--- src/verilog/chroni_video_pkg.sv ---
package chroni_video_pkg;

   typedef logic [16:0] vram_byte_addr_t;
   typedef logic [15:0] vram_word_addr_t;
   typedef logic [15:0] vram_word_t;
   typedef logic [1:0]  byte_en_t;   // bit 1 is the high byte

   typedef struct packed {
      logic            en;
      vram_word_addr_t addr;
      vram_word_t      data;
      byte_en_t        byte_en;
   } vram_wr_t;

   typedef logic [7:0]  pal_index_t;
   typedef logic [15:0] pal_color_t;

   // one palette register event from the bus
   typedef struct packed {
      logic       index_wr;
      logic       value_wr;
      logic [7:0] data;
   } pal_wr_t;

   typedef logic [7:0] scanline_t;

   typedef enum logic [1:0] {
      PAL_IDLE,
      PAL_LO,
      PAL_HI,
      PAL_WRITE
   } pal_state_t;

endpackage

--- src/verilog/palette_loader.sv ---
`timescale 1ns/1ps

module palette_loader (
   input  logic                         sys_clk,
   input  logic                         reset_n,
   input  chroni_video_pkg::pal_wr_t    pal_wr,
   input  chroni_video_pkg::pal_index_t pal_rd_index,
   output chroni_video_pkg::pal_color_t pal_rd_color
);

   chroni_video_pkg::pal_state_t state;
   chroni_video_pkg::pal_index_t index;
   chroni_video_pkg::pal_color_t value;
   chroni_video_pkg::pal_color_t pal_mem [256];

   always_ff @(posedge sys_clk) begin
      if (!reset_n) begin
         state <= chroni_video_pkg::PAL_IDLE;
      end else if (pal_wr.index_wr) begin
         state <= chroni_video_pkg::PAL_LO;
      end else if (pal_wr.value_wr && state == chroni_video_pkg::PAL_LO) begin
         state <= chroni_video_pkg::PAL_HI;
      end else if (pal_wr.value_wr && state == chroni_video_pkg::PAL_HI) begin
         state <= chroni_video_pkg::PAL_WRITE;
      end else if (state == chroni_video_pkg::PAL_WRITE) begin
         state <= chroni_video_pkg::PAL_LO;   // ready for the next color
      end
   end

   always_ff @(posedge sys_clk) begin
      if (pal_wr.index_wr) begin
         index <= pal_wr.data;
      end else if (state == chroni_video_pkg::PAL_WRITE) begin
         pal_mem[index] <= value;
         index          <= index + 1'b1;   // colors stream in byte pairs
      end
      if (pal_wr.value_wr && state == chroni_video_pkg::PAL_LO) begin
         value[7:0] <= pal_wr.data;
      end
      if (pal_wr.value_wr && state == chroni_video_pkg::PAL_HI) begin
         value[15:8] <= pal_wr.data;
      end
   end

   // renderer read port
   always_ff @(posedge sys_clk) begin
      pal_rd_color <= pal_mem[pal_rd_index];
   end

endmodule

--- config.mk ---
export PLATFORM = sky130hd
export DESIGN_NAME = palette_loader
export DESIGN_NICKNAME = d
export VERILOG_FILES = /design/src/verilog/chroni_video_pkg.sv /design/src/verilog/palette_loader.sv
export SDC_FILE = /design/constraint.sdc
export NUM_CORES = 2
export LEC_CHECK = 0
export BUFFER_PORTS_ARGS = -buffer_cell sky130_fd_sc_hd__buf_2
export CAP_MARGIN = 15
export CORE_MARGIN = 4
export CORE_UTILIZATION = 45
export DETAILED_ROUTE_END_ITERATION = 12
export PLACE_DENSITY_LB_ADDON = 0.3
export SYNTH_ARGS = -nofsm -noshare
export SYNTH_HDL_FRONTEND = slang
export SYNTH_SLANG_ARGS = --single-unit
--- constraint.sdc ---
create_clock -name sys_clk -period 10.7 [get_ports sys_clk]
set_clock_uncertainty 0.05 [all_clocks]
set_input_delay 0.535 -clock sys_clk [delete_from_list [all_inputs] [get_ports sys_clk]]
set_output_delay 0.535 -clock sys_clk [all_outputs]
set_load 0.01 [all_outputs]
* Yosys cells after proc, flatten, opt, wreduce, memory -nomap -nowiden
Memory sizes are Yosys's and may differ from the RTL's. A register that Yosys moved wholly into a read port is not among the register bits. Cells that the tools add are included.
Word-level totals: input bits 20, bits in registers 26, output and inout bits 16, memory bits (writable) 4096, memories kept 1, word-level logic and storage cells 26
Operators by class: reduce and logical (&&, ||, !) cells 6, bitwise gates (word level) 1, mux-type cells 9, equal/unequal tests 3, add/subtract/negate cells 1
Memory list:
- pal_mem | depth 256, width 16, rd ports 1, clocked after Yosys merged registers in 1, write ports 1, line palette_loader.sv:14 | chroni_video_pkg::pal_color_t pal_mem [256];
Operator list (number):
- 8-bit 2-to-1 mux | 2
- 8-bit by 1-bit adder with 8-bit output (second input constant) | 1
- 2-bit 2-to-1 mux | 3
- 2-bit == test (second input constant) | 2
- 1-bit 2-to-1 mux | 4
- 4-bit nonzero test | 1
- 3-bit nonzero test | 1
- 2-bit by 1-bit == test with 1-bit output (second input constant) | 1
- 1-bit logical AND | 2
- 2-bit nonzero test | 1
- 2-bit OR reduction | 1
- 1-bit NOT | 1

* Depth between registers and ports, before layout
depth after elaboration 5, depth in mapped cells 13, gate-level depth less buffers 6

* Worst setup path after synthesis
No wires, ideal clock.
path kind flip-flop to flip-flop, from register value[0], to memory pal_mem[0][0] (netlist bit) (data pin), cell stages (with the launch flop) 1, required time 9.833 ns, clock period less this slack 4.096 ns, library setup time 0.817 ns, setup slack 6.604 ns, path buffers 0, data arrival time 3.228 ns, path through edfxtp_1
RTL lines:
- from (decl) | line palette_loader.sv:13 | chroni_video_pkg::pal_color_t value;
- from (signal assigned) | line palette_loader.sv:38 | value[7:0] <= pal_wr.data;
- to (decl) | line palette_loader.sv:14
No word-level cell before the write port.

==> reports/metrics.cfg <==
[logic_synthesis]
synth_flop_cell=edfxtp_1
synthesis.area_um2=160000
synth.avg_cell_area_um2=21.6
yosysUniqueCellTypes=53
synth-edff-count=4120
ys_top_cells_by_area=edfxtp_1 77%, mux4_2 10%, mux2i_1 4.0%
synth_nets=7440
synth_largest_area_cell=edfxtp_1
synth_seq_cells=4138
yosysWarnings=0
netlist.area_leader.share=0.773
synth-seq-area-share=0.776
async_flop_share=0
syn_inst=7416

[placement]
io_buffers=35
hpwl_mm=232
preCtsSetupSlack_ns=5.21
dp_cells=12100
globalplace.congestion=0.849
post_dp_cell_area_um2=166000

[setup_path]
worst_setup_path_end_kind=flop
cp.required_ns=11.50
critPathMaxFanout=79
reg2reg_from=state[1]$_SDFFE_PP0P_
cp.arrival_ns=5.26
r2r-end=pal_mem[113][9]$_DFFE_PP_
worst_setup_path_start_kind=input pin
reg2reg_slack_ns=6.66
r2r_cells=6
crit_type=input pin to flop

[clocking]
htree_levels=5
cts_tree=done
root_buffer=clkbuf_16
cts_sinks=4138
insertion_delay_ns=0.96
clkSlewWorstSetupHoldPaths_ns=0.06
cts_setup_buffers=0
numCtsBuffers=412
cts.path.max_buffers=4

[min_path]
holdPathEnd=value[8]$_DFFE_PP_
hp-class=input pin to flop
hold_depth=2
min_from=pal_wr[8]

[die]
rows=218
coreArea_um2=353000
dieArea_um2=365000
initial_utilization=0.453
chipWidth_um=604
ioPinCount=36
die_y_um=604

[global_route]
grt_pass1_vias=77900
antenna_found_initial=25
grt_pass1_wl_mm=585
gr-total-overflow=0
grt_max_degree=205
grt_usage=0.222

[run_status]
violations=slew limit
status=complete, but fails checks

[final_layout]
final_area_um2=180000
syn_to_final_growth_pct=12.5
fin_cells=12900
final_common_cell=edfxtp_1
regArea_um2=124000
final_cell_mix=4,120 x edfxtp_1, 712 x mux4_2, 640 x mux2i_1
multi_input_area_um2=33100
n_fill_cell=27400
post-route-util=0.510
drive_above_1_share=0.230
final_nets=7842

[timing]
drv_slew=104
fin_crit_ns=4.46
final_hold_viol_count=0
slew_headroom=-0.151
setup_viol=0
maxClockFrequency_mhz=224
layout_setup_ws_ns=6.24
fin_hold_ws_ns=0.162
rsz0062_at_grt=false
fin_crit_sh=0.416
finalSetupTns_ns=0
worstMarginPinSlew_ns=1.73

[route]
num_vias=78800
wire_per_inst_um=31.9
dr.pass1.iters=5
drcViolationCount=0
ant_nets=0
first_iter_violations=10200
routed_wl_mm=412
via_per_inst=6.10

[power]
p_leak_nw=57.1
vdd_drop_max_uv=143
powerDensity_nw_per_um2=185
total_power_mw=33.3

[run]
maxCapViolations=0

[per-layer routing]
layer / vias to the layer above / track usage / routed length, µm
met5: - / 0 / 55
li1: 32400 / - / -
met2: 3825 / 0.353 / 196000
met3: 671 / 0.0404 / 36900
met1: 41900 / 0.313 / 164000
met4: 8 / 0.0733 / 14900
[power by group]
group | total (mW) | leakage [nW] | internal [mW] | switching [mW]
Combinational | 1.39 | 13.4 | 0.509 | 0.877
Clock | 14.2 | 6.48 | 8.16 | 6.07
Sequential | 17.7 | 37.2 | 17.7 | 0.0354
[synthesized netlist by cell type (28+ instances only)]
cell / number
a22o_1: 30
buf_2: 64
clkbuf_1: 202
mux4_2: 712
nand2_1: 76
mux2i_1: 640
edfxtp_1: 4120
nor4_1: 28
a21oi_1: 189
buf_6: 72
nor2_1: 273
mux4_1: 56
nor3_1: 101
o221ai_1: 320
o21ai_0: 59
buf_4: 38
o22ai_1: 144
mux2_2: 65
[flip-flops by register name, indices dropped and copies added, names as in the netlist]
| register | flops |
|---|---|
| value | 16 |
| index | 8 |
| pal_mem | 4096 |
| state | 2 |
| pal_rd_color | 16 |
[critical path, stage by stage]
cell and delay (ns):
buf_12 0.52, buf_12 0.49, buf_4 0.87, mux2i_1 0.17, o221ai_1 0.44, a21oi_1 0.15
o31ai_1 0.97, o32ai_2 0.47, nor4_1 0.40
[timing repair]
item	CTS	global route
hold buffers	11	0
resized for setup	0	0
hold endpoints to repair	26	0
[area by class of cell]
cell class,instances,area share
Timing Repair Buffer,434,0.0199
Clock buffer,505,0.0601
Sequential cell,4138,0.689
Inverter,6,0.000181
Antenna cell,7,0.0000973
Tap cell,4730,0.0329
Multi-Input combinational cell,2826,0.184
Clock inverter,256,0.0137
[worst max-delay path by stage]
stage / from / end
floorplan: value[0]$_DFFE_PP_ / pal_mem[0][0]$_DFFE_PP_
global placement: pal_rd_index[1] / pal_rd_color[12]$_DFF_P_
detailed placement: pal_rd_index[0] / pal_rd_color[1]$_DFF_P_
CTS: pal_rd_index[0] / pal_rd_color[1]$_DFF_P_
global route: pal_rd_index[0] / pal_rd_color[1]$_DFF_P_
finish: pal_rd_index[0] / pal_rd_color[1]$_DFF_P_
[kinds of logic after synthesis]
| group | after synthesis | synth area share |
|---|---|---|
| DFF | 4138 | 0.776 |
| muxes | 1473 | 0.154 |
| AOI/OAI and AO/OA | 810 | 0.0360 |
| and+or+nand+nor | 533 | 0.0146 |
| buffers and inverters | 452 | 0.0191 |
| xor gates and xnor gates | 6 | 0.000328 |
| adders and majority gates | 4 | 0.000313 |
Note: power is estimated with default switching activity, not from simulation.
