[config.mk]
export PLATFORM = sky130hd
export DESIGN_NAME = raster_timing
export DESIGN_NICKNAME = d
export VERILOG_FILES = /design/src/verilog/chroni_video_pkg.sv /design/src/verilog/raster_timing.sv
export SDC_FILE = /design/constraint.sdc
export NUM_CORES = 1
export LEC_CHECK = 0
export ABC_AREA = 1
export BUFFER_PORTS_ARGS = -buffer_cell sky130_fd_sc_hd__buf_2
export CAP_MARGIN = 20
export CORE_MARGIN = 5
export CORE_UTILIZATION = 47
export CTS_CLUSTER_DIAMETER = 50
export CTS_CLUSTER_SIZE = 30
export DETAILED_ROUTE_END_ITERATION = 10
export PLACE_DENSITY = 0.78
export RECOVER_POWER = 50
export SLEW_MARGIN = 30
export SYNTH_ARGS = -nofsm -noshare
export SYNTH_HDL_FRONTEND = slang
export SYNTH_SLANG_ARGS = --single-unit
export TNS_END_PERCENT = 50
[constraint.sdc]
create_clock -name sys_clk -period 1.65 [get_ports sys_clk]
set_input_delay 0.33 -clock sys_clk [delete_from_list [all_inputs] [get_ports sys_clk]]
set_output_delay 0.33 -clock sys_clk [all_outputs]
set_load 0.01 [all_outputs]
[src/verilog/chroni_video_pkg.sv]
package chroni_video_pkg;

   typedef logic [16:0] vram_byte_addr_t;
   typedef logic [15:0] vram_word_addr_t;
   typedef logic [15:0] vram_word_t;
   typedef logic [1:0]  byte_en_t;   // bit 1 is the high byte

   typedef struct packed {
      logic            en;
      vram_word_addr_t addr;
      vram_word_t      data;
      byte_en_t        byte_en;
   } vram_wr_t;

   typedef logic [7:0]  pal_index_t;
   typedef logic [15:0] pal_color_t;

   // one palette register event from the bus
   typedef struct packed {
      logic       index_wr;
      logic       value_wr;
      logic [7:0] data;
   } pal_wr_t;

   typedef logic [7:0] scanline_t;

   typedef enum logic [1:0] {
      PAL_IDLE,
      PAL_LO,
      PAL_HI,
      PAL_WRITE
   } pal_state_t;

endpackage

[src/verilog/raster_timing.sv]
`timescale 1ns/1ps

module raster_timing #(
   parameter int H_TOTAL  = 800,
   parameter int H_ACTIVE = 640,
   parameter int V_TOTAL  = 256,
   parameter int V_ACTIVE = 240
) (
   input  logic                        sys_clk,
   input  logic                        reset_n,
   output logic                        h_blank,
   output logic                        v_blank,
   output chroni_video_pkg::scanline_t scanline
);

   localparam int HW = $clog2(H_TOTAL);
   localparam int VW = $clog2(V_TOTAL);

   localparam logic [HW-1:0] H_LAST = HW'(H_TOTAL - 1);
   localparam logic [VW-1:0] V_LAST = VW'(V_TOTAL - 1);

   logic [HW-1:0] pix_cnt;
   logic [VW-1:0] line_cnt;

   always_ff @(posedge sys_clk) begin
      if (!reset_n) begin
         pix_cnt  <= '0;
         line_cnt <= '0;
      end else if (pix_cnt == H_LAST) begin
         pix_cnt  <= '0;
         line_cnt <= (line_cnt == V_LAST) ? '0 : line_cnt + 1'b1;   // frame wrap
      end else begin
         pix_cnt <= pix_cnt + 1'b1;
      end
   end

   assign h_blank  = pix_cnt >= HW'(H_ACTIVE);
   assign v_blank  = line_cnt >= VW'(V_ACTIVE);
   assign scanline = chroni_video_pkg::scanline_t'(line_cnt);

endmodule

=== Yosys cells after proc, flatten, opt, wreduce, memory -nomap -nowiden ===
Cells that the tools add are included.

* Word-level logic and storage cells: 11
* Bits in latches: 0
* Memory bits (writable): 0
* Output and inout port bits: 10
* Bits in read-only memories: 0
* Register bits: 18
* Memories kept: 0
* Input bits: 2

* Reduce and logical (&&, ||, !) cells: 1
* Add/sub/neg operators: 2
* Equal/unequal tests: 2
* Shifts and indexed selects: 0
* Mux-type cells: 1
* Div/mod/pow operators: 0
* $lt $le $gt $ge: 2
* Bitwise logic cells: 1
* Multipliers: 0

{| class="wikitable"
|+ Operator list
! kind !! number
|-
| $add 10x1->10 const B || 1
|-
| $eq 10x10->1 const B || 1
|-
| $ge 10x10->1 const B || 1
|-
| $add 8x1->8 const B || 1
|-
| $eq 8x8->1 const B || 1
|-
| $ge 8x8->1 const B || 1
|-
| $mux 8 || 1
|-
| $reduce_or 2->1 || 1
|-
| $not 1->1 || 1
|}

=== Logic depth before layout (Yosys ltp) ===
Gate-level depths: netlist of run 1.

* Depth after elaboration: 2
* Mapped depth: 9

=== Worst setup path after synthesis of run 1 ===
OpenSTA, ideal clock, no wires.

* Path kind: register -> register
* From: reg line_cnt[0] (netlist: scanline[0])
* To: reg line_cnt[6] (netlist: scanline[6])
* Slack: 0.393 ns
* Arrival: 1.142 ns
* Buffers on the path: 0
* Clock period less this slack: 1.257 ns
* Data required time: 1.535 ns
* Setup time: 0.115 ns
* Stages on the path, launching flop included: 9
* Cell sequence: dfxtp_1 ha_1 nand2_1 nor2_1 nand2_1 nor2_1 nand3_1 nand2_1 nor2_1

* Word-level cells in the longest chain between the ends: 2
* Elaborated cells between the ends (all ways): 3
* Those cells by class: add/sub: 1; eq/ne: 1; mux: 1

{| class="wikitable"
|+ Ends and longest elaborated chain
! item !! RTL line !! text
|-
| from (decl) || raster_timing.sv:23 || <nowiki>logic [VW-1:0] line_cnt;</nowiki>
|-
| from (signal assigned) || raster_timing.sv:31 || <nowiki>line_cnt <= (line_cnt == V_LAST) ? '0 : line_cnt + 1'b1;</nowiki>
|-
| $add 8x1->8 or $eq 8x8->1 (tied branches) || raster_timing.sv:31 ||
|-
| $mux 8 * || raster_timing.sv:31 ||
|}

Mark *: on every way between the ends. The rest lies on a longest branch, timed or not.
A chain may end at the register's enable or synchronous reset.

=== Worst setup path after layout of run 1 ===
* From: reg pix_cnt[7]
* To: out h_blank

* Word-level cells in the longest chain between the ends: 1

{| class="wikitable"
|+ Ends and longest elaborated chain
! item !! RTL line !! text
|-
| from (decl) || raster_timing.sv:22 || <nowiki>logic [HW-1:0] pix_cnt;</nowiki>
|-
| from (signal assigned) || raster_timing.sv:33 || <nowiki>pix_cnt <= pix_cnt + 1'b1;</nowiki>
|-
| $ge 10x10->1 || raster_timing.sv:37 || <nowiki>assign h_blank = pix_cnt >= HW'(H_ACTIVE);</nowiki>
|-
| to (decl) || raster_timing.sv:11 || <nowiki>output logic h_blank,</nowiki>
|}

Every way passes these cells.

==> impl_metrics.ini, run 1 <==
[timing]
setup_viol = 0
setup-tns-final_ns = 0
fmax_mhz = 679
worst_pin_slew_ns = 0.223
period_minus_slack_ns = 1.47
rsz0062_at_grt = false
setup_ws_ns = 0.177
hold_viol = 0
max-slew-margin-rel_pct = 85.0
final.period_utilization_pct = 89.3
clock_skew_ns = 0.00581
final_max_slew_viol_count = 0

[grt]
grt_pass1_wl_microns = 3150
grt.total_usage_pct = 14.6
grt_max_degree = 11
antenna_found_initial = 0
overflow = 0
grt_pass1_vias = 783

[routing]
wl_met1_microns = 865
dr.pass1.iters = 6
dr_wl_met2_microns = 810
via_count = 865
drc_errors = 0
wl_per_cell_microns = 10.2
met3_wirelength_microns = 91
drtIter0Drc = 18
ant_nets = 0
vias_per_cell = 4.89
routed.top_layer = met4
wl_microns = 1800

[floorplan]
coreArea_sq_mm = 0.00194
placementRows = 16
die_y_microns = 54.8
dieArea_sq_mm = 0.00300
start_util_pct = 48.5
io_pins = 12
die_w_microns = 54.8

[yosys]
yosysUniqueCellTypes = 24
ys_ff_latch = 18
syn_area_sq_um = 942
yosysSeqAreaShare_pct = 38.2
syn_avg_cell_area_sq_um = 6.93
yosys_warnings = 0
synthCells = 136
synth_nets = 141

[layout]
fin_util_pct = 53.6
fillers = 190
layout.cells.non_filler = 177
drive_gt1_share_pct = 12.7
multi_input_area_sq_um = 497
fin_nets = 157
n_antenna_cell = 0
seqCellArea_sq_um = 360
syn_to_final_growth_pct = 10.5

[clock_network]
clkSinkCount = 18
clock_latency_ns = 0.29
hold_buffers = 0
cts_root_buf = clkbuf_4
path_clk_slew_ns = 0.10
cts_buffers = 3
cts_max_level = 1
clockBufferDepth = 2
cts_tree = yes
ctsResizeCount = 0
post_cts_buffers = 0

[pwr]
clock_power_share_pct = 31.7
swShare_pct = 22.9
totalPowerFinal_uw = 694
switching_power_uw = 159
ir_drop_v = 0.000497
p_leak_uw = 0.000410
power_frac_seq_pct = 64.4
intPower_uw = 535
pwr-share-comb_pct = 3.9
powerDensity_mw_per_mm2 = 667

[critical_path]
critical_path_class = reg2out
crit_end = h_blank
required_ns = 1.32
start_kind = flip-flop
worstReg2RegStart = pix_cnt[0]
r2r_end = scanline[7]
ff2ff_path_depth = 8
startpoint = pix_cnt[7]
r2r_slack_ns = 0.23
end_kind = primary output
crit_fanout = 5
cp.arrival_ns = 1.14

[place]
port_buffers = 11
detailedPlacementHpwl_microns = 1390
post-place-ws_ns = 0.245
gp_congestion = 0.848
dp.cells = 174

[worst_hold_path]
hold_path_class = in2reg
hold_start = reset_n

[outcome]
status = finished, final reports clean

[run]
maxCapViolations = 0
[worst min-delay path by stage]
stage	slack, ns	endpoint	depth (start not counted)
finish	0.32	scanline[6]	3
CTS	0.32	scanline[6]	3
floorplan	0.44	pix_cnt[0]	1
detailed placement	0.48	pix_cnt[0]	1
global route	0.32	scanline[6]	3
global placement	0.46	pix_cnt[0]	1
[cells in the final DEF, fill, tap and decap left out]
cell,n
nor2_4,2
inv_2,2
a21oi_1,7
clkbuf_4,3
clkinv_1,1
o21ai_0,4
o211ai_1,1
or2_1,1
nor2_1,19
nor3_1,3
o21ai_1,1
clkbuf_1,8
nand3_2,1
nand3_4,1
nand2_4,1
buf_2,3
nand2_2,2
nand4_1,4
nand2_1,32
a31oi_1,1
nor2_2,3
inv_1,19
dfxtp_1,18
ha_1,3
nand3_1,8
xor2_1,1
or2_2,1
[power groups by stage]
stage	Sequential (uW)	Clock [uW]	Combinational, uW
2_1_floorplan	456	0	20.7
3_3_place_gp	456	0	27.9
3_5_place_dp	457	0	28.0
4_1_cts	447	228	28.2
5_1_grt	448	249	32.7
6_report	447	220	27.1
[area by class of cell]
class | count | share of cell area, %
inverters | 22 | 7.93
repair buffers | 11 | 4.33
flip-flops and latches | 18 | 34.6
well taps | 27 | 3.25
multi-input cells | 96 | 47.7
clock buffers | 3 | 2.16
[stage by stage]
step | hold WS, ns | instance area (sq um)
2_1_floorplan | 0.441 | 942
3_3_place_gp | 0.459 | 1030
3_5_place_dp | 0.483 | 1030
4_1_cts | 0.315 | 1050
5_1_grt | 0.318 | 1040
6_report | 0.323 | 1040
[worst max-delay path, cell delays in order (launching register included)]
cell and delay, ns:
dfxtp_1 0.42, inv_1 0.10, o21ai_0 0.18, buf_2 0.16
[kinds of logic after synthesis]
group	synth area share, %
adder cells (fa/ha/maj)	3.98
buffers and inverters	8.77
flip-flops	38.2
AND/OR/NAND/NOR	40.2
XOR/XNOR	0.930
AO/OA/AOI/OAI	7.84
[cells in the mapped netlist]
master	count	area (sq um)
nand3_4	1	17.5
nand3_2	1	10.0
nand2_1	31	116
o21ai_1	1	5.00
clkinv_1	1	3.75
nand2_2	3	18.8
nor2_1	19	71.3
xor2_1	1	8.76
inv_2	2	7.51
dfxtp_1	18	360
inv_1	19	71.3
nor3_1	3	15.0
nand4_1	4	25.0
nor2_4	2	22.5
a21oi_1	7	35.0
nand3_1	8	40.0
o211ai_1	1	7.51
nand2_4	1	11.3
ha_1	3	37.5
o21ai_0	4	20.0
nor2_2	3	18.8
a31oi_1	1	6.26
or2_2	1	6.26
or2_1	1	6.26
[per-layer routing]
metal | vias to the layer above | GRT usage (%)
li1 | 458 | -
met1 | 388 | 18.0
met2 | 14 | 23.4
met3 | 5 | 3.27
met4 | 0 | 7.47
met5 | - | 0
[flip-flops by register name (all words and copies together), names as in the netlist]
| name | flops |
|---|---|
| pix_cnt | 10 |
| scanline | 8 |
(Power assumes the default switching activity.)
==> run 2: changes to the inputs <==
--- a/config.mk
+++ b/config.mk
@@ -10,11 +10,12 @@
 export CAP_MARGIN = 20
 export CORE_MARGIN = 5
 export CORE_UTILIZATION = 47
+export CTS_BUF_LIST = sky130_fd_sc_hd__clkbuf_2
 export CTS_CLUSTER_DIAMETER = 50
 export CTS_CLUSTER_SIZE = 30
 export DETAILED_ROUTE_END_ITERATION = 10
 export PLACE_DENSITY = 0.78
-export RECOVER_POWER = 50
+export RECOVER_POWER = 25
 export SLEW_MARGIN = 30
 export SYNTH_ARGS = -nofsm -noshare
 export SYNTH_HDL_FRONTEND = slang
==> run 2 against run 1 <==
Against the previous run: die area unchanged; utilization decreased by 0.26 points; total power decreased by 5.1%; largest cell class unchanged; clock skew increased by 0.0042 ns; via count decreased by 1.2%; wire length decreased by 1.2%; sequential power about the same; critical path depth unchanged; critical path type unchanged; critical endpoint unchanged; fmax decreased by 1.3%.
==> impl_metrics.ini, run 2 (synthesis results as in run 1) <==
[worst_hold_path]
min_to = scanline[6]
whs_path_depth = 3
hold_start = reset_n
hold_path_class = in2reg

[timing]
clock_skew_ns = 0.0100
period_minus_slack_ns = 1.49
setup_viol = 0
hold_viol = 0
rsz0062_at_grt = false
final_max_slew_viol_count = 0
setup-tns-final_ns = 0
worst_pin_slew_ns = 0.223
final.period_utilization_pct = 90.4
fmax_mhz = 670
max-slew-margin-rel_pct = 85.0

[critical_path]
cp_slowest_stage_delay_ns = 0.43
start_kind = flip-flop
startpoint = pix_cnt[7]
critical_path.cell_chain = inv_1 > o21ai_0 > buf_2
worstReg2RegStart = pix_cnt[0]
ff2ff_path_depth = 8
cp.arrival_ns = 1.16
r2r_end = scanline[0]
crit_fanout = 5
crit_path_top_delay_cell = dfxtp_1
required_ns = 1.32
r2r_slack_ns = 0.23
end_kind = primary output
critical_path_class = reg2out

[clock_network]
ctsResizeCount = 0
post_cts_buffers = 0
path_clk_slew_ns = 0.17
clock_latency_ns = 0.30
cts_max_level = 1
hold_buffers = 0
clockBufferDepth = 2
cts_tree = yes
clkSinkCount = 18
cts_root_buf = clkbuf_2
cts_buffers = 3

[layout]
fin_nets = 157
layout_common_cells = nand2_1, inv_1, nor2_1
n_antenna_cell = 0
fin_util_pct = 53.4
syn_to_final_growth_pct = 9.96
drive_gt1_share_pct = 14.0
top_register = pix_cnt
largest_reg_flops = 10
layout_commonest_cell = nand2_1

[floorplan]
placementRows = 16
start_util_pct = 48.5
die_y_microns = 54.8
die_w_microns = 54.8
dieArea_sq_mm = 0.00300
coreArea_sq_mm = 0.00194
io_pins = 12

[place]
gp_congestion = 0.848
port_buffers = 11
detailedPlacementHpwl_microns = 1390

[routing]
drtIter0Drc = 17
vias_per_cell = 4.83
wl_microns = 1780
dr.pass1.iters = 4
via_count = 855
drc_errors = 0
ant_nets = 0
wl_per_cell_microns = 10.1

[grt]
overflow = 0
grt_max_degree = 11
grt_pass1_vias = 778
grt_pass1_wl_microns = 3130
antenna_found_initial = 0
grt.total_usage_pct = 14.3

[pwr]
p_leak_uw = 0.000417
powerDensity_mw_per_mm2 = 636
ir_drop_v = 0.000463

[outcome]
status = finished, final reports clean

[run]
maxCapViolations = 0
==> run 2: cell types whose count changed in the layout (fill, tap and decap cells not counted) <==
cell / change
clkbuf_2: +3
clkbuf_4: -3
buf_2: +2
clkbuf_1: -2
==> run 2: where the power goes <==
part / internal (uW) / switching (uW)
Combinational: 9.73 / 17.4
Clock: 49.6 / 134
Sequential: 441 / 6.39
==> run 2: per-stage QoR <==
stage | instances | setup WS (ns) | total power, uW | area, sq um | hold WS (ns)
3_5_place_dp | 174 | 0.245 | 485 | 1030 | 0.483
2_1_floorplan | 136 | 0.393 | 476 | 942 | 0.441
6_report | 177 | 0.158 | 659 | 1040 | 0.301
5_1_grt | 177 | 0.0455 | 695 | 1040 | 0.273
4_1_cts | 177 | 0.162 | 669 | 1050 | 0.283
3_3_place_gp | 174 | 0.310 | 484 | 1030 | 0.459
==> run 2: layer usage <==
metal  track usage [%]  up-vias  wire (microns)  part of all wire, %
met5                 0        -               0                    0
met4              6.22        0              16                 0.90
met3              3.27        2              87                  4.9
met2              23.0       13             813                   46
met1              17.9      382             861                   48
li1                  -      458               -                    -
==> run 2: critical path, delay by kind of cell (launching register included) <==
family	cells	cell delay, ns
flip-flops	1	0.43
buffers and inverters	2	0.26
AO/OA/AOI/OAI	1	0.18
==> run 2: worst max path at each step <==
stage / cells past startpoint / slack, ns / to
2_1_floorplan: 8 / 0.39 / scanline[6]
3_3_place_gp: 8 / 0.31 / scanline[5]
3_5_place_dp: 8 / 0.25 / scanline[7]
4_1_cts: 3 / 0.16 / h_blank
5_1_grt: 8 / 0.05 / pix_cnt[8]
6_report: 3 / 0.16 / h_blank
==> run 2: final cells by class <==
type                    instances  area [sq um]
multi-input cells              96           497
well taps                      27          33.8
inverters                      22          82.6
clock buffers                   3          15.0
flip-flops and latches         18           360
repair buffers                 11          47.5
fillers                       192           906
