File: config.mk
export PLATFORM = sky130hd
export DESIGN_NAME = chroni_regs
export DESIGN_NICKNAME = d
export VERILOG_FILES = /design/src/verilog/chroni_reg_pkg.sv /design/src/verilog/chroni_video_pkg.sv /design/src/verilog/chroni_regs.sv
export SDC_FILE = /design/constraint.sdc
export NUM_CORES = 1
export LEC_CHECK = 0
export ABC_AREA = 1
export BUFFER_PORTS_ARGS = -buffer_cell sky130_fd_sc_hd__buf_2
export CORE_MARGIN = 2
export CORE_UTILIZATION = 50
export DETAILED_ROUTE_END_ITERATION = 10
export PLACE_DENSITY_LB_ADDON = 0.15
export SETUP_SLACK_MARGIN = 0.2
export SYNTH_ARGS = -nofsm -noshare
export SYNTH_HDL_FRONTEND = slang
export SYNTH_SLANG_ARGS = --single-unit
File: constraint.sdc
create_clock -name sys_clk -period 1.4 [get_ports sys_clk]
set_input_delay 0.07 -clock sys_clk [delete_from_list [all_inputs] [get_ports sys_clk]]
set_output_delay 0.07 -clock sys_clk [all_outputs]
set_load 0.01 [all_outputs]
File: src/verilog/chroni_reg_pkg.sv
package chroni_reg_pkg;

   typedef logic [6:0] reg_addr_t;
   typedef logic [7:0] reg_data_t;

   // register offsets inside the chip window
   localparam reg_addr_t REG_PAL_INDEX     = 7'h04;
   localparam reg_addr_t REG_PAL_VALUE     = 7'h05;
   localparam reg_addr_t REG_VRAM_ADDR_L   = 7'h06;
   localparam reg_addr_t REG_VRAM_ADDR_M   = 7'h07;
   localparam reg_addr_t REG_VRAM_ADDR_H   = 7'h08;
   localparam reg_addr_t REG_VRAM_DATA     = 7'h09;
   localparam reg_addr_t REG_VRAM_AUX_L    = 7'h0a;
   localparam reg_addr_t REG_VRAM_AUX_M    = 7'h0b;
   localparam reg_addr_t REG_VRAM_AUX_H    = 7'h0c;
   localparam reg_addr_t REG_VRAM_AUX_DATA = 7'h0d;
   localparam reg_addr_t REG_STATUS        = 7'h12;
   localparam reg_addr_t REG_SCANLINE_IRQ  = 7'h13;
   localparam reg_addr_t REG_VRAM_PAGE_L   = 7'h26;   // word-granular pointer access
   localparam reg_addr_t REG_VRAM_PAGE_H   = 7'h27;
   localparam reg_addr_t REG_AUX_PAGE_L    = 7'h28;
   localparam reg_addr_t REG_AUX_PAGE_H    = 7'h29;

   // status register bits
   localparam int STAT_IRQ_EN     = 2;
   localparam int STAT_SPRITES    = 3;
   localparam int STAT_ENABLE     = 4;
   localparam int STAT_SCAN_FIRED = 6;
   localparam int STAT_VBL_FIRED  = 7;

   localparam logic [8:0] CHIP_BASE = 9'h120;   // paddr[15:7]

   typedef struct packed {
      logic        psel;
      logic        penable;
      logic        pwrite;
      logic [15:0] paddr;
      reg_data_t   pwdata;
   } apb_req_t;

endpackage

File: src/verilog/chroni_video_pkg.sv
package chroni_video_pkg;

   typedef logic [16:0] vram_byte_addr_t;
   typedef logic [15:0] vram_word_addr_t;
   typedef logic [15:0] vram_word_t;
   typedef logic [1:0]  byte_en_t;   // bit 1 is the high byte

   typedef struct packed {
      logic            en;
      vram_word_addr_t addr;
      vram_word_t      data;
      byte_en_t        byte_en;
   } vram_wr_t;

   typedef logic [7:0]  pal_index_t;
   typedef logic [15:0] pal_color_t;

   // one palette register event from the bus
   typedef struct packed {
      logic       index_wr;
      logic       value_wr;
      logic [7:0] data;
   } pal_wr_t;

   typedef logic [7:0] scanline_t;

   typedef enum logic [1:0] {
      PAL_IDLE,
      PAL_LO,
      PAL_HI,
      PAL_WRITE
   } pal_state_t;

endpackage

File: src/verilog/chroni_regs.sv
`timescale 1ns/1ps

module chroni_regs (
   input  logic                        sys_clk,
   input  logic                        reset_n,
   input  chroni_reg_pkg::apb_req_t    apb_req,
   output chroni_reg_pkg::reg_data_t   prdata,
   output logic                        pready,
   output chroni_video_pkg::vram_wr_t  vram_wr,
   output chroni_video_pkg::pal_wr_t   pal_wr,
   input  logic                        h_blank,
   input  logic                        v_blank,
   input  chroni_video_pkg::scanline_t scanline,
   output logic                        irq
);

   chroni_reg_pkg::reg_addr_t             offset;
   chroni_reg_pkg::reg_data_t             wdata;
   chroni_reg_pkg::reg_data_t             status;
   logic                                  wr_acc;
   logic                                  rd_acc;
   chroni_video_pkg::vram_byte_addr_t     vram_ptr;
   chroni_video_pkg::vram_byte_addr_t     aux_ptr;
   logic                                  stat_enable;
   logic                                  stat_sprites;
   logic                                  stat_irq_en;
   chroni_video_pkg::scanline_t           scan_cmp;
   logic                                  scan_fired;
   logic                                  vbl_fired;
   logic                                  wr_en;
   chroni_video_pkg::vram_word_addr_t     wr_addr;
   chroni_video_pkg::byte_en_t            wr_be;
   chroni_video_pkg::vram_word_t          wr_data;

   assign wr_acc = apb_req.psel && apb_req.penable && apb_req.pwrite &&
                   apb_req.paddr[15:7] == chroni_reg_pkg::CHIP_BASE;
   assign rd_acc = apb_req.psel && apb_req.penable && !apb_req.pwrite &&
                   apb_req.paddr[15:7] == chroni_reg_pkg::CHIP_BASE;
   assign offset = apb_req.paddr[6:0];
   assign wdata  = apb_req.pwdata;
   assign pready = 1'b1;   // no wait states

   assign pal_wr  = '{index_wr: wr_acc && offset == chroni_reg_pkg::REG_PAL_INDEX,
                      value_wr: wr_acc && offset == chroni_reg_pkg::REG_PAL_VALUE,
                      data:     wdata};
   assign vram_wr = '{en: wr_en, addr: wr_addr, data: wr_data, byte_en: wr_be};

   always_ff @(posedge sys_clk) begin
      if (!reset_n) begin
         vram_ptr     <= '0;
         aux_ptr      <= '0;
         stat_enable  <= 1'b1;
         stat_sprites <= 1'b1;
         stat_irq_en  <= 1'b0;
         scan_cmp     <= '0;
         wr_en        <= 1'b0;
      end else begin
         wr_en <= 1'b0;
         if (wr_acc) begin
            case (offset)
               chroni_reg_pkg::REG_VRAM_ADDR_L:   vram_ptr[7:0]  <= wdata;
               chroni_reg_pkg::REG_VRAM_ADDR_M:   vram_ptr[15:8] <= wdata;
               chroni_reg_pkg::REG_VRAM_ADDR_H:   vram_ptr[16]   <= wdata[0];
               chroni_reg_pkg::REG_VRAM_AUX_L:    aux_ptr[7:0]   <= wdata;
               chroni_reg_pkg::REG_VRAM_AUX_M:    aux_ptr[15:8]  <= wdata;
               chroni_reg_pkg::REG_VRAM_AUX_H:    aux_ptr[16]    <= wdata[0];
               chroni_reg_pkg::REG_VRAM_PAGE_L:   vram_ptr[8:0]  <= {wdata, 1'b0};
               chroni_reg_pkg::REG_VRAM_PAGE_H:   vram_ptr[16:9] <= wdata;
               chroni_reg_pkg::REG_AUX_PAGE_L:    aux_ptr[8:0]   <= {wdata, 1'b0};
               chroni_reg_pkg::REG_AUX_PAGE_H:    aux_ptr[16:9]  <= wdata;
               chroni_reg_pkg::REG_SCANLINE_IRQ:  scan_cmp       <= wdata;
               chroni_reg_pkg::REG_VRAM_DATA: begin
                  wr_en    <= 1'b1;
                  vram_ptr <= vram_ptr + 1'b1;   // auto-increment
               end
               chroni_reg_pkg::REG_VRAM_AUX_DATA: begin
                  wr_en   <= 1'b1;
                  aux_ptr <= aux_ptr + 1'b1;
               end
               chroni_reg_pkg::REG_STATUS: begin
                  stat_enable  <= wdata[chroni_reg_pkg::STAT_ENABLE];
                  stat_sprites <= wdata[chroni_reg_pkg::STAT_SPRITES];
                  stat_irq_en  <= wdata[chroni_reg_pkg::STAT_IRQ_EN];
               end
               default: ;
            endcase
         end
      end
   end

   // write payload, sampled with the pointer value before the increment
   always_ff @(posedge sys_clk) begin
      wr_data <= {wdata, wdata};
      if (offset == chroni_reg_pkg::REG_VRAM_AUX_DATA) begin
         wr_addr <= aux_ptr[16:1];
         wr_be   <= aux_ptr[0] ? 2'b10 : 2'b11;   // even address fills the whole word
      end else begin
         wr_addr <= vram_ptr[16:1];
         wr_be   <= vram_ptr[0] ? 2'b10 : 2'b01;
      end
   end

   // fired flags are sticky until the next status write
   always_ff @(posedge sys_clk) begin
      if (!reset_n) begin
         scan_fired <= 1'b0;
         vbl_fired  <= 1'b0;
      end else begin
         scan_fired <= (scan_fired && !(wr_acc && offset == chroni_reg_pkg::REG_STATUS)) ||
                       (h_blank && chroni_video_pkg::scanline_t'(scanline + 1'b1) == scan_cmp);
         vbl_fired  <= (vbl_fired && !(wr_acc && offset == chroni_reg_pkg::REG_STATUS)) ||
                       v_blank;
      end
   end

   assign irq = stat_irq_en && (scan_fired || vbl_fired);

   always_comb begin
      status = '0;
      status[chroni_reg_pkg::STAT_VBL_FIRED]  = vbl_fired;
      status[chroni_reg_pkg::STAT_SCAN_FIRED] = scan_fired;
      status[chroni_reg_pkg::STAT_ENABLE]     = stat_enable;
      status[chroni_reg_pkg::STAT_SPRITES]    = stat_sprites;
      status[chroni_reg_pkg::STAT_IRQ_EN]     = stat_irq_en;
   end

   always_comb begin
      prdata = '0;
      if (rd_acc) begin
         case (offset)
            chroni_reg_pkg::REG_VRAM_ADDR_L:  prdata = vram_ptr[7:0];
            chroni_reg_pkg::REG_VRAM_ADDR_M:  prdata = vram_ptr[15:8];
            chroni_reg_pkg::REG_VRAM_ADDR_H:  prdata = {7'b0, vram_ptr[16]};
            chroni_reg_pkg::REG_VRAM_AUX_L:   prdata = aux_ptr[7:0];
            chroni_reg_pkg::REG_VRAM_AUX_M:   prdata = aux_ptr[15:8];
            chroni_reg_pkg::REG_VRAM_AUX_H:   prdata = {7'b0, aux_ptr[16]};
            chroni_reg_pkg::REG_VRAM_PAGE_L:  prdata = vram_ptr[8:1];
            chroni_reg_pkg::REG_VRAM_PAGE_H:  prdata = vram_ptr[16:9];
            chroni_reg_pkg::REG_AUX_PAGE_L:   prdata = aux_ptr[8:1];
            chroni_reg_pkg::REG_AUX_PAGE_H:   prdata = aux_ptr[16:9];
            chroni_reg_pkg::REG_STATUS:       prdata = status;
            chroni_reg_pkg::REG_SCANLINE_IRQ: prdata = scan_cmp;
            default:                          prdata = '0;
         endcase
      end
   end

endmodule

# [Word level (Yosys, flattened, before mapping)]
# Cells that the tools add are included.
[totals] reg_bits=82 latchBits=0 ramBits=0 romBits=0 input_bits=39 out_inout_bits=55 elab_cells=91 memories=0
[op_classes] addsub=3 n_mul=0 div=0 n_lt_le_gt_ge=0 eq_ne=18 shifts=0 muxes=15 n_bitwise=0 reduce_logical=37
[op_table] cell="case mux 8 bit (12 select lines)" count=1
[op_table] cell="case mux 8 bit (3 select lines)" count=2
[op_table] cell="== test 7 x 4 -> 1 bit, second input constant" count=6
[op_table] cell="case mux 7 bit (3 select lines)" count=2
[op_table] cell="adder 17 x 1 -> 17 bit, second input constant" count=2
[op_table] cell="== test 7 x 3 -> 1 bit, second input constant" count=4
[op_table] cell="== test 7 x 6 -> 1 bit, second input constant" count=4
[op_table] cell="nonzero test 3 bit" count=8
[op_table] cell="AND reduction 2 bit" count=11
[op_table] cell="2-to-1 mux 16 bit" count=1
[op_table] cell="== test 7 x 5 -> 1 bit, second input constant" count=2
[op_table] cell="logical AND 1 bit" count=12
[op_table] cell="case mux 1 bit (3 select lines)" count=4
[op_table] cell="== test 9 bit, second input constant" count=1
[op_table] cell="adder 8 x 1 -> 8 bit, second input constant" count=1
[op_table] cell="== test 8 bit" count=1
[op_table] cell="2-to-1 mux 8 bit" count=1
[op_table] cell="2-to-1 mux 2 bit" count=2
[op_table] cell="logical OR 1 bit" count=3
[op_table] cell="zero test 1 bit" count=2
[op_table] cell="2-to-1 mux 1 bit" count=2
[op_table] cell="OR reduction 2 bit" count=1

# [Logic depth before layout (Yosys ltp)]
[depth] depth_word=7 mapped_depth=12

# [Worst setup path after synthesis]
# Ideal clock, no wire load.
[synth_timing] path_type="register to register" startpoint="reg aux_ptr[1]" endpoint="reg aux_ptr[10]" setup_time_ns=0.056 arrival_time_ns=1.386 setup_slack_ns=-0.042 stages_incl_launch_ff=12 path_buffers=0 period_less_slack_ns=1.442 cell_sequence="dfxtp_1 ha_1 nand2_1 nor2_1 inv_1 nor2_4 inv_1 o21ai_0 nand3_1 nand2_1 nand2_1 inv_1"
[synth_via] elab_chain_len=2
[synth_lines] element="start: declaration" line_no="chroni_regs.sv:23" rtl="chroni_video_pkg::vram_byte_addr_t aux_ptr;"
[synth_lines] element="start signal: assignment" line_no="chroni_regs.sv:64" rtl="chroni_reg_pkg::REG_VRAM_AUX_L: aux_ptr[7:0] <= wdata;"
[synth_lines] element="start signal: assignment" line_no="chroni_regs.sv:69" rtl="chroni_reg_pkg::REG_AUX_PAGE_L: aux_ptr[8:0] <= {wdata, 1'b0};"
[synth_lines] element="start signal: assignment" line_no="chroni_regs.sv:78" rtl="aux_ptr <= aux_ptr + 1'b1;"
[synth_lines] element="adder 17 x 1 -> 17 bit" line_no="chroni_regs.sv:78"
[synth_lines] element="case mux 7 bit (3 select lines)" line_no="chroni_regs.sv:60" rtl="case (offset)"
# Every way passes these cells.
# A chain may end at the register's enable or synchronous reset.

# [Final worst setup path]
[layout_timing] startpoint="reg vram_ptr[7]" endpoint="out prdata[6]"
[layout_via] elab_chain_len=2
[layout_lines] element="start: declaration" line_no="chroni_regs.sv:22" rtl="chroni_video_pkg::vram_byte_addr_t vram_ptr;"
[layout_lines] element="start signal: assignment" line_no="chroni_regs.sv:61" rtl="chroni_reg_pkg::REG_VRAM_ADDR_L: vram_ptr[7:0] <= wdata;"
[layout_lines] element="start signal: assignment" line_no="chroni_regs.sv:67" rtl="chroni_reg_pkg::REG_VRAM_PAGE_L: vram_ptr[8:0] <= {wdata, 1'b0};"
[layout_lines] element="start signal: assignment" line_no="chroni_regs.sv:74" rtl="vram_ptr <= vram_ptr + 1'b1;"
[layout_lines] element="case mux 8 bit (12 select lines)" line_no="chroni_regs.sv:130" rtl="case (offset)"
[layout_lines] element="2-to-1 mux 8 bit" line_no="chroni_regs.sv:129" rtl="if (rd_acc) begin"
[layout_lines] element="end: declaration" line_no="chroni_regs.sv:7" rtl="output chroni_reg_pkg::reg_data_t prdata,"
# Every way passes these cells.

==> metrics.txt <==
IO buf count=92; fin worst setup slack=-0.229 ns; dominant cell type by area after synthesis=dfxtp_1; violated checks=setup timing; Slowest cell on crit path=dfxtp_2; Clock Power Share=approximately 40%; Max VDD drop=about 0.00054 V; CP max stage delay=around 0.34 ns; Via density=5.61; # clock sinks=between 70 and 80; Total Wirelength=23.2 mm; CP endpoint kind=output pin; synth top area cells=dfxtp_1, nand2_1, nor2_1; CP Cell Sequence=buf_6 -> buf_6 -> inv_4 -> o21ai_2 -> nor2_1 -> nand2_1 -> nor2_2 -> nor2_1 -> buf_2; GR Util All Layers=39.6%; sequential area share after synthesis=between 20% and 30%; mapped cell area=about 5300 um2; clock-pin transition on the worst setup and hold timing paths=~0.09 ns; switching pwr=between 0.001 and 0.0015 W; post-synth top area share=27.7%; Die W=between 100 and 150 um; internal power=0.00310 W; maximum level of the CTS H-tree=3; Post-synth top flop=dfxtp_1; EDFF count, synth=0; Power Dens Cells=roughly 560 nW/um2; clock root buffer=clkbuf_8; # rows=37; drt first pass iters=6; kind of critical path=flop to output pin; I/O pins=94; Worst Setup Start Kind=flop; CTS tree=yes; max-slew violations=0; Net count, final=approximately 1,200; register share of total power=about half; Starting Density=between 50 and 60%; Multi-input gate area=3750 um2; WHS=between 0.01 and 0.015 ns; Layout area overhead=45.4%; Core Footprint=slightly above 10,000 um2; largest net degree at the start of global routing=37; Post-synth ARST share=0%; CP required=between 1 and 1.5 ns; status=finished, violations left; Mean Syn Cell Area=roughly 5.8 um2; fin crit share=116%; Area after DPL=between 6000 and 7000 um2; Die Y=between 100 and 150 um; Max-Cap Viols=0; RSZ-0062 raised after global routing=true; Pleak=3.82 nW; worst hold path class=input pin to flop; wire per inst=between 15 and 20 um; wire length of the first global-routing pass=34.5 mm; vias post-DR=approximately 7,100; switching part of the total=between 20 and 30%; Mapped Nets=968; Hold Fails Final Rpt=0; fmax=about 610 MHz; Die ar.=about 12,000 um2; Skew-Pair Late Insertion Delay=~0.39 ns; post-route cell area=~7800 um2; Syn Inst Count=about 930; Slew HR=60.8%; Remaining DRCs=0; Netlist cell types=30; Final setup viols=25; total grt overflow=0; gp weighted congestion=1.06; Yosys Warn Count=0; crit path max fanout=3; final antenna-violating net count=0; initial antenna violation count=0; Least-Margin Pin Slew=0.587 ns; final worst path period need=around 1.6 ns; Register Area=about 1600 um2; worst path arrival time=1.56 ns; Yosys reg bits=74; layout cell share with drive strength beyond 1=38.1%; CTS Buf Count=9; violation count after the first detailed-routing iteration=743; antenna fix cells=0; clk_skew=about 0.011 ns; number of global-route vias before repair=between 6,000 and 7,000; count leader, synth=nand2_1; most instantiated cells after synthesis=nand2_1, nor2_1, inv_1; Post-DP HPWL=around 16 mm; clk buf depth=2; Logic pwr share=a little under an eighth; fillers=roughly 880
[critical path, delay by kind of cell (launching register included)]
family                 cells  cell delay (ns)
buffers and inverters      4             0.43
AND/OR/NAND/NOR            4             0.35
flip-flops                 1             0.34
AO/OA/AOI/OAI              1             0.06
[state kept, by name, indices dropped and copies added, names as in the netlist]
name          flops
stat_irq_en       1
wr_data           8
wr_en             1
scan_fired        1
stat_enable       1
vram_ptr         17
stat_sprites      1
wr_be             2
vbl_fired         1
scan_cmp          8
aux_ptr          17
wr_addr          16
[logic make-up (layout without fill, tap and decap cells)]
family	Yosys count	in the layout	share of synthesized area (%)
flops	74	74	27.7
compound gates	128	128	13.0
xor+xnor	4	4	0.656
other cells	1	1	0.0702
buf+inv	154	356	12.9
fa+ha+maj	3	3	0.702
simple gates	562	562	45.0
[through the flow]
| step | instances | utilization [%] | power (W) | TNS, ns | worst slack [ns] |
|---|---|---|---|---|---|
| after floorplan | 926 | - | 0.00241 | 0 | 0.129 |
| after global placement | 1208 | 63.1 | 0.00262 | -3.35 | -0.165 |
| after detailed placement | 1208 | 63.1 | 0.00262 | -4.48 | -0.159 |
| after CTS | 1244 | 69.7 | 0.00432 | -2.33 | -0.229 |
| after global routing | 1264 | 74.9 | 0.00445 | -5.19 | -0.317 |
| final | 1264 | 74.9 | 0.00436 | -2.85 | -0.229 |
[cell usage in the layout (no fill, tap or decap), types with 2 or more instances in the layout]
cell	n
nand2_1	235
nor2_1	138
buf_4	96
buf_2	91
inv_1	86
o21ai_0	65
nand3_1	43
dfxtp_1	41
nand3_2	27
buf_6	26
nand2_2	25
a21oi_1	23
nand4_1	21
dfxtp_2	21
inv_2	19
nor2_2	18
nand2_4	18
nor2_4	17
o211ai_1	16
o21ai_2	14
dfxtp_4	12
inv_4	10
clkbuf_8	9
o21ai_1	6
dlygate4sd3_1	6
buf_12	6
nand3b_1	4
nand3_4	3
nor3_1	3
o21bai_1	2
nor4_1	2
nor3_2	2
xor2_1	2
or2_4	2
ha_4	2
clkinv_2	2
clkbuf_1	2
[metal layers]
metal	vias up	global-route usage, %	wire length (um)
met5	-	0	0
met4	0	19.6	1160
li1	3327	-	-
met3	98	8.17	2140
met2	405	66.1	10900
met1	3255	48.3	9010
[power by group through the flow]
stage	sequential (W)	clock, W	combinational (W)
after CTS	0.00211	0.00174	0.000476
final	0.00210	0.00174	0.000515
after floorplan	0.00217	0	0.000234
after global placement	0.00216	0	0.000460
after global routing	0.00210	0.00181	0.000547
after detailed placement	0.00217	0	0.000460
[repair_timing]
item / 4_1_cts / 5_1_grt
hold buffers: 6 / 0
pin swaps: 52 / 74
gates resized for setup: 120 / 118
endpoints found under the hold margin: 6 / 0
buffers inserted: 14 / 20
setup endpoints to repair: 38 / 49
[worst paths after layout]
check / from / cells after the start / slack [ns] / endpoint
setup / recovery: vram_ptr[7] / 9 / -0.23 / prdata[6]
hold / removal: apb_req[4] / 2 / 0.01 / wr_data[12]
setup reg to reg: aux_ptr[1] / 11 / -0.19 / aux_ptr[6]
hold reg to reg: stat_sprites / 2 / 0.49 / stat_sprites
[layout make-up]
class / instances / area share, %
clock buffers: 11 / 1.69
clock inverters: 5 / 0.709
inverters: 114 / 5.80
multi-input cells: 698 / 48.3
flip-flops and latches: 74 / 20.0
well taps: 136 / 2.19
repair buffers: 226 / 21.3
(Power assumes the default switching activity.)
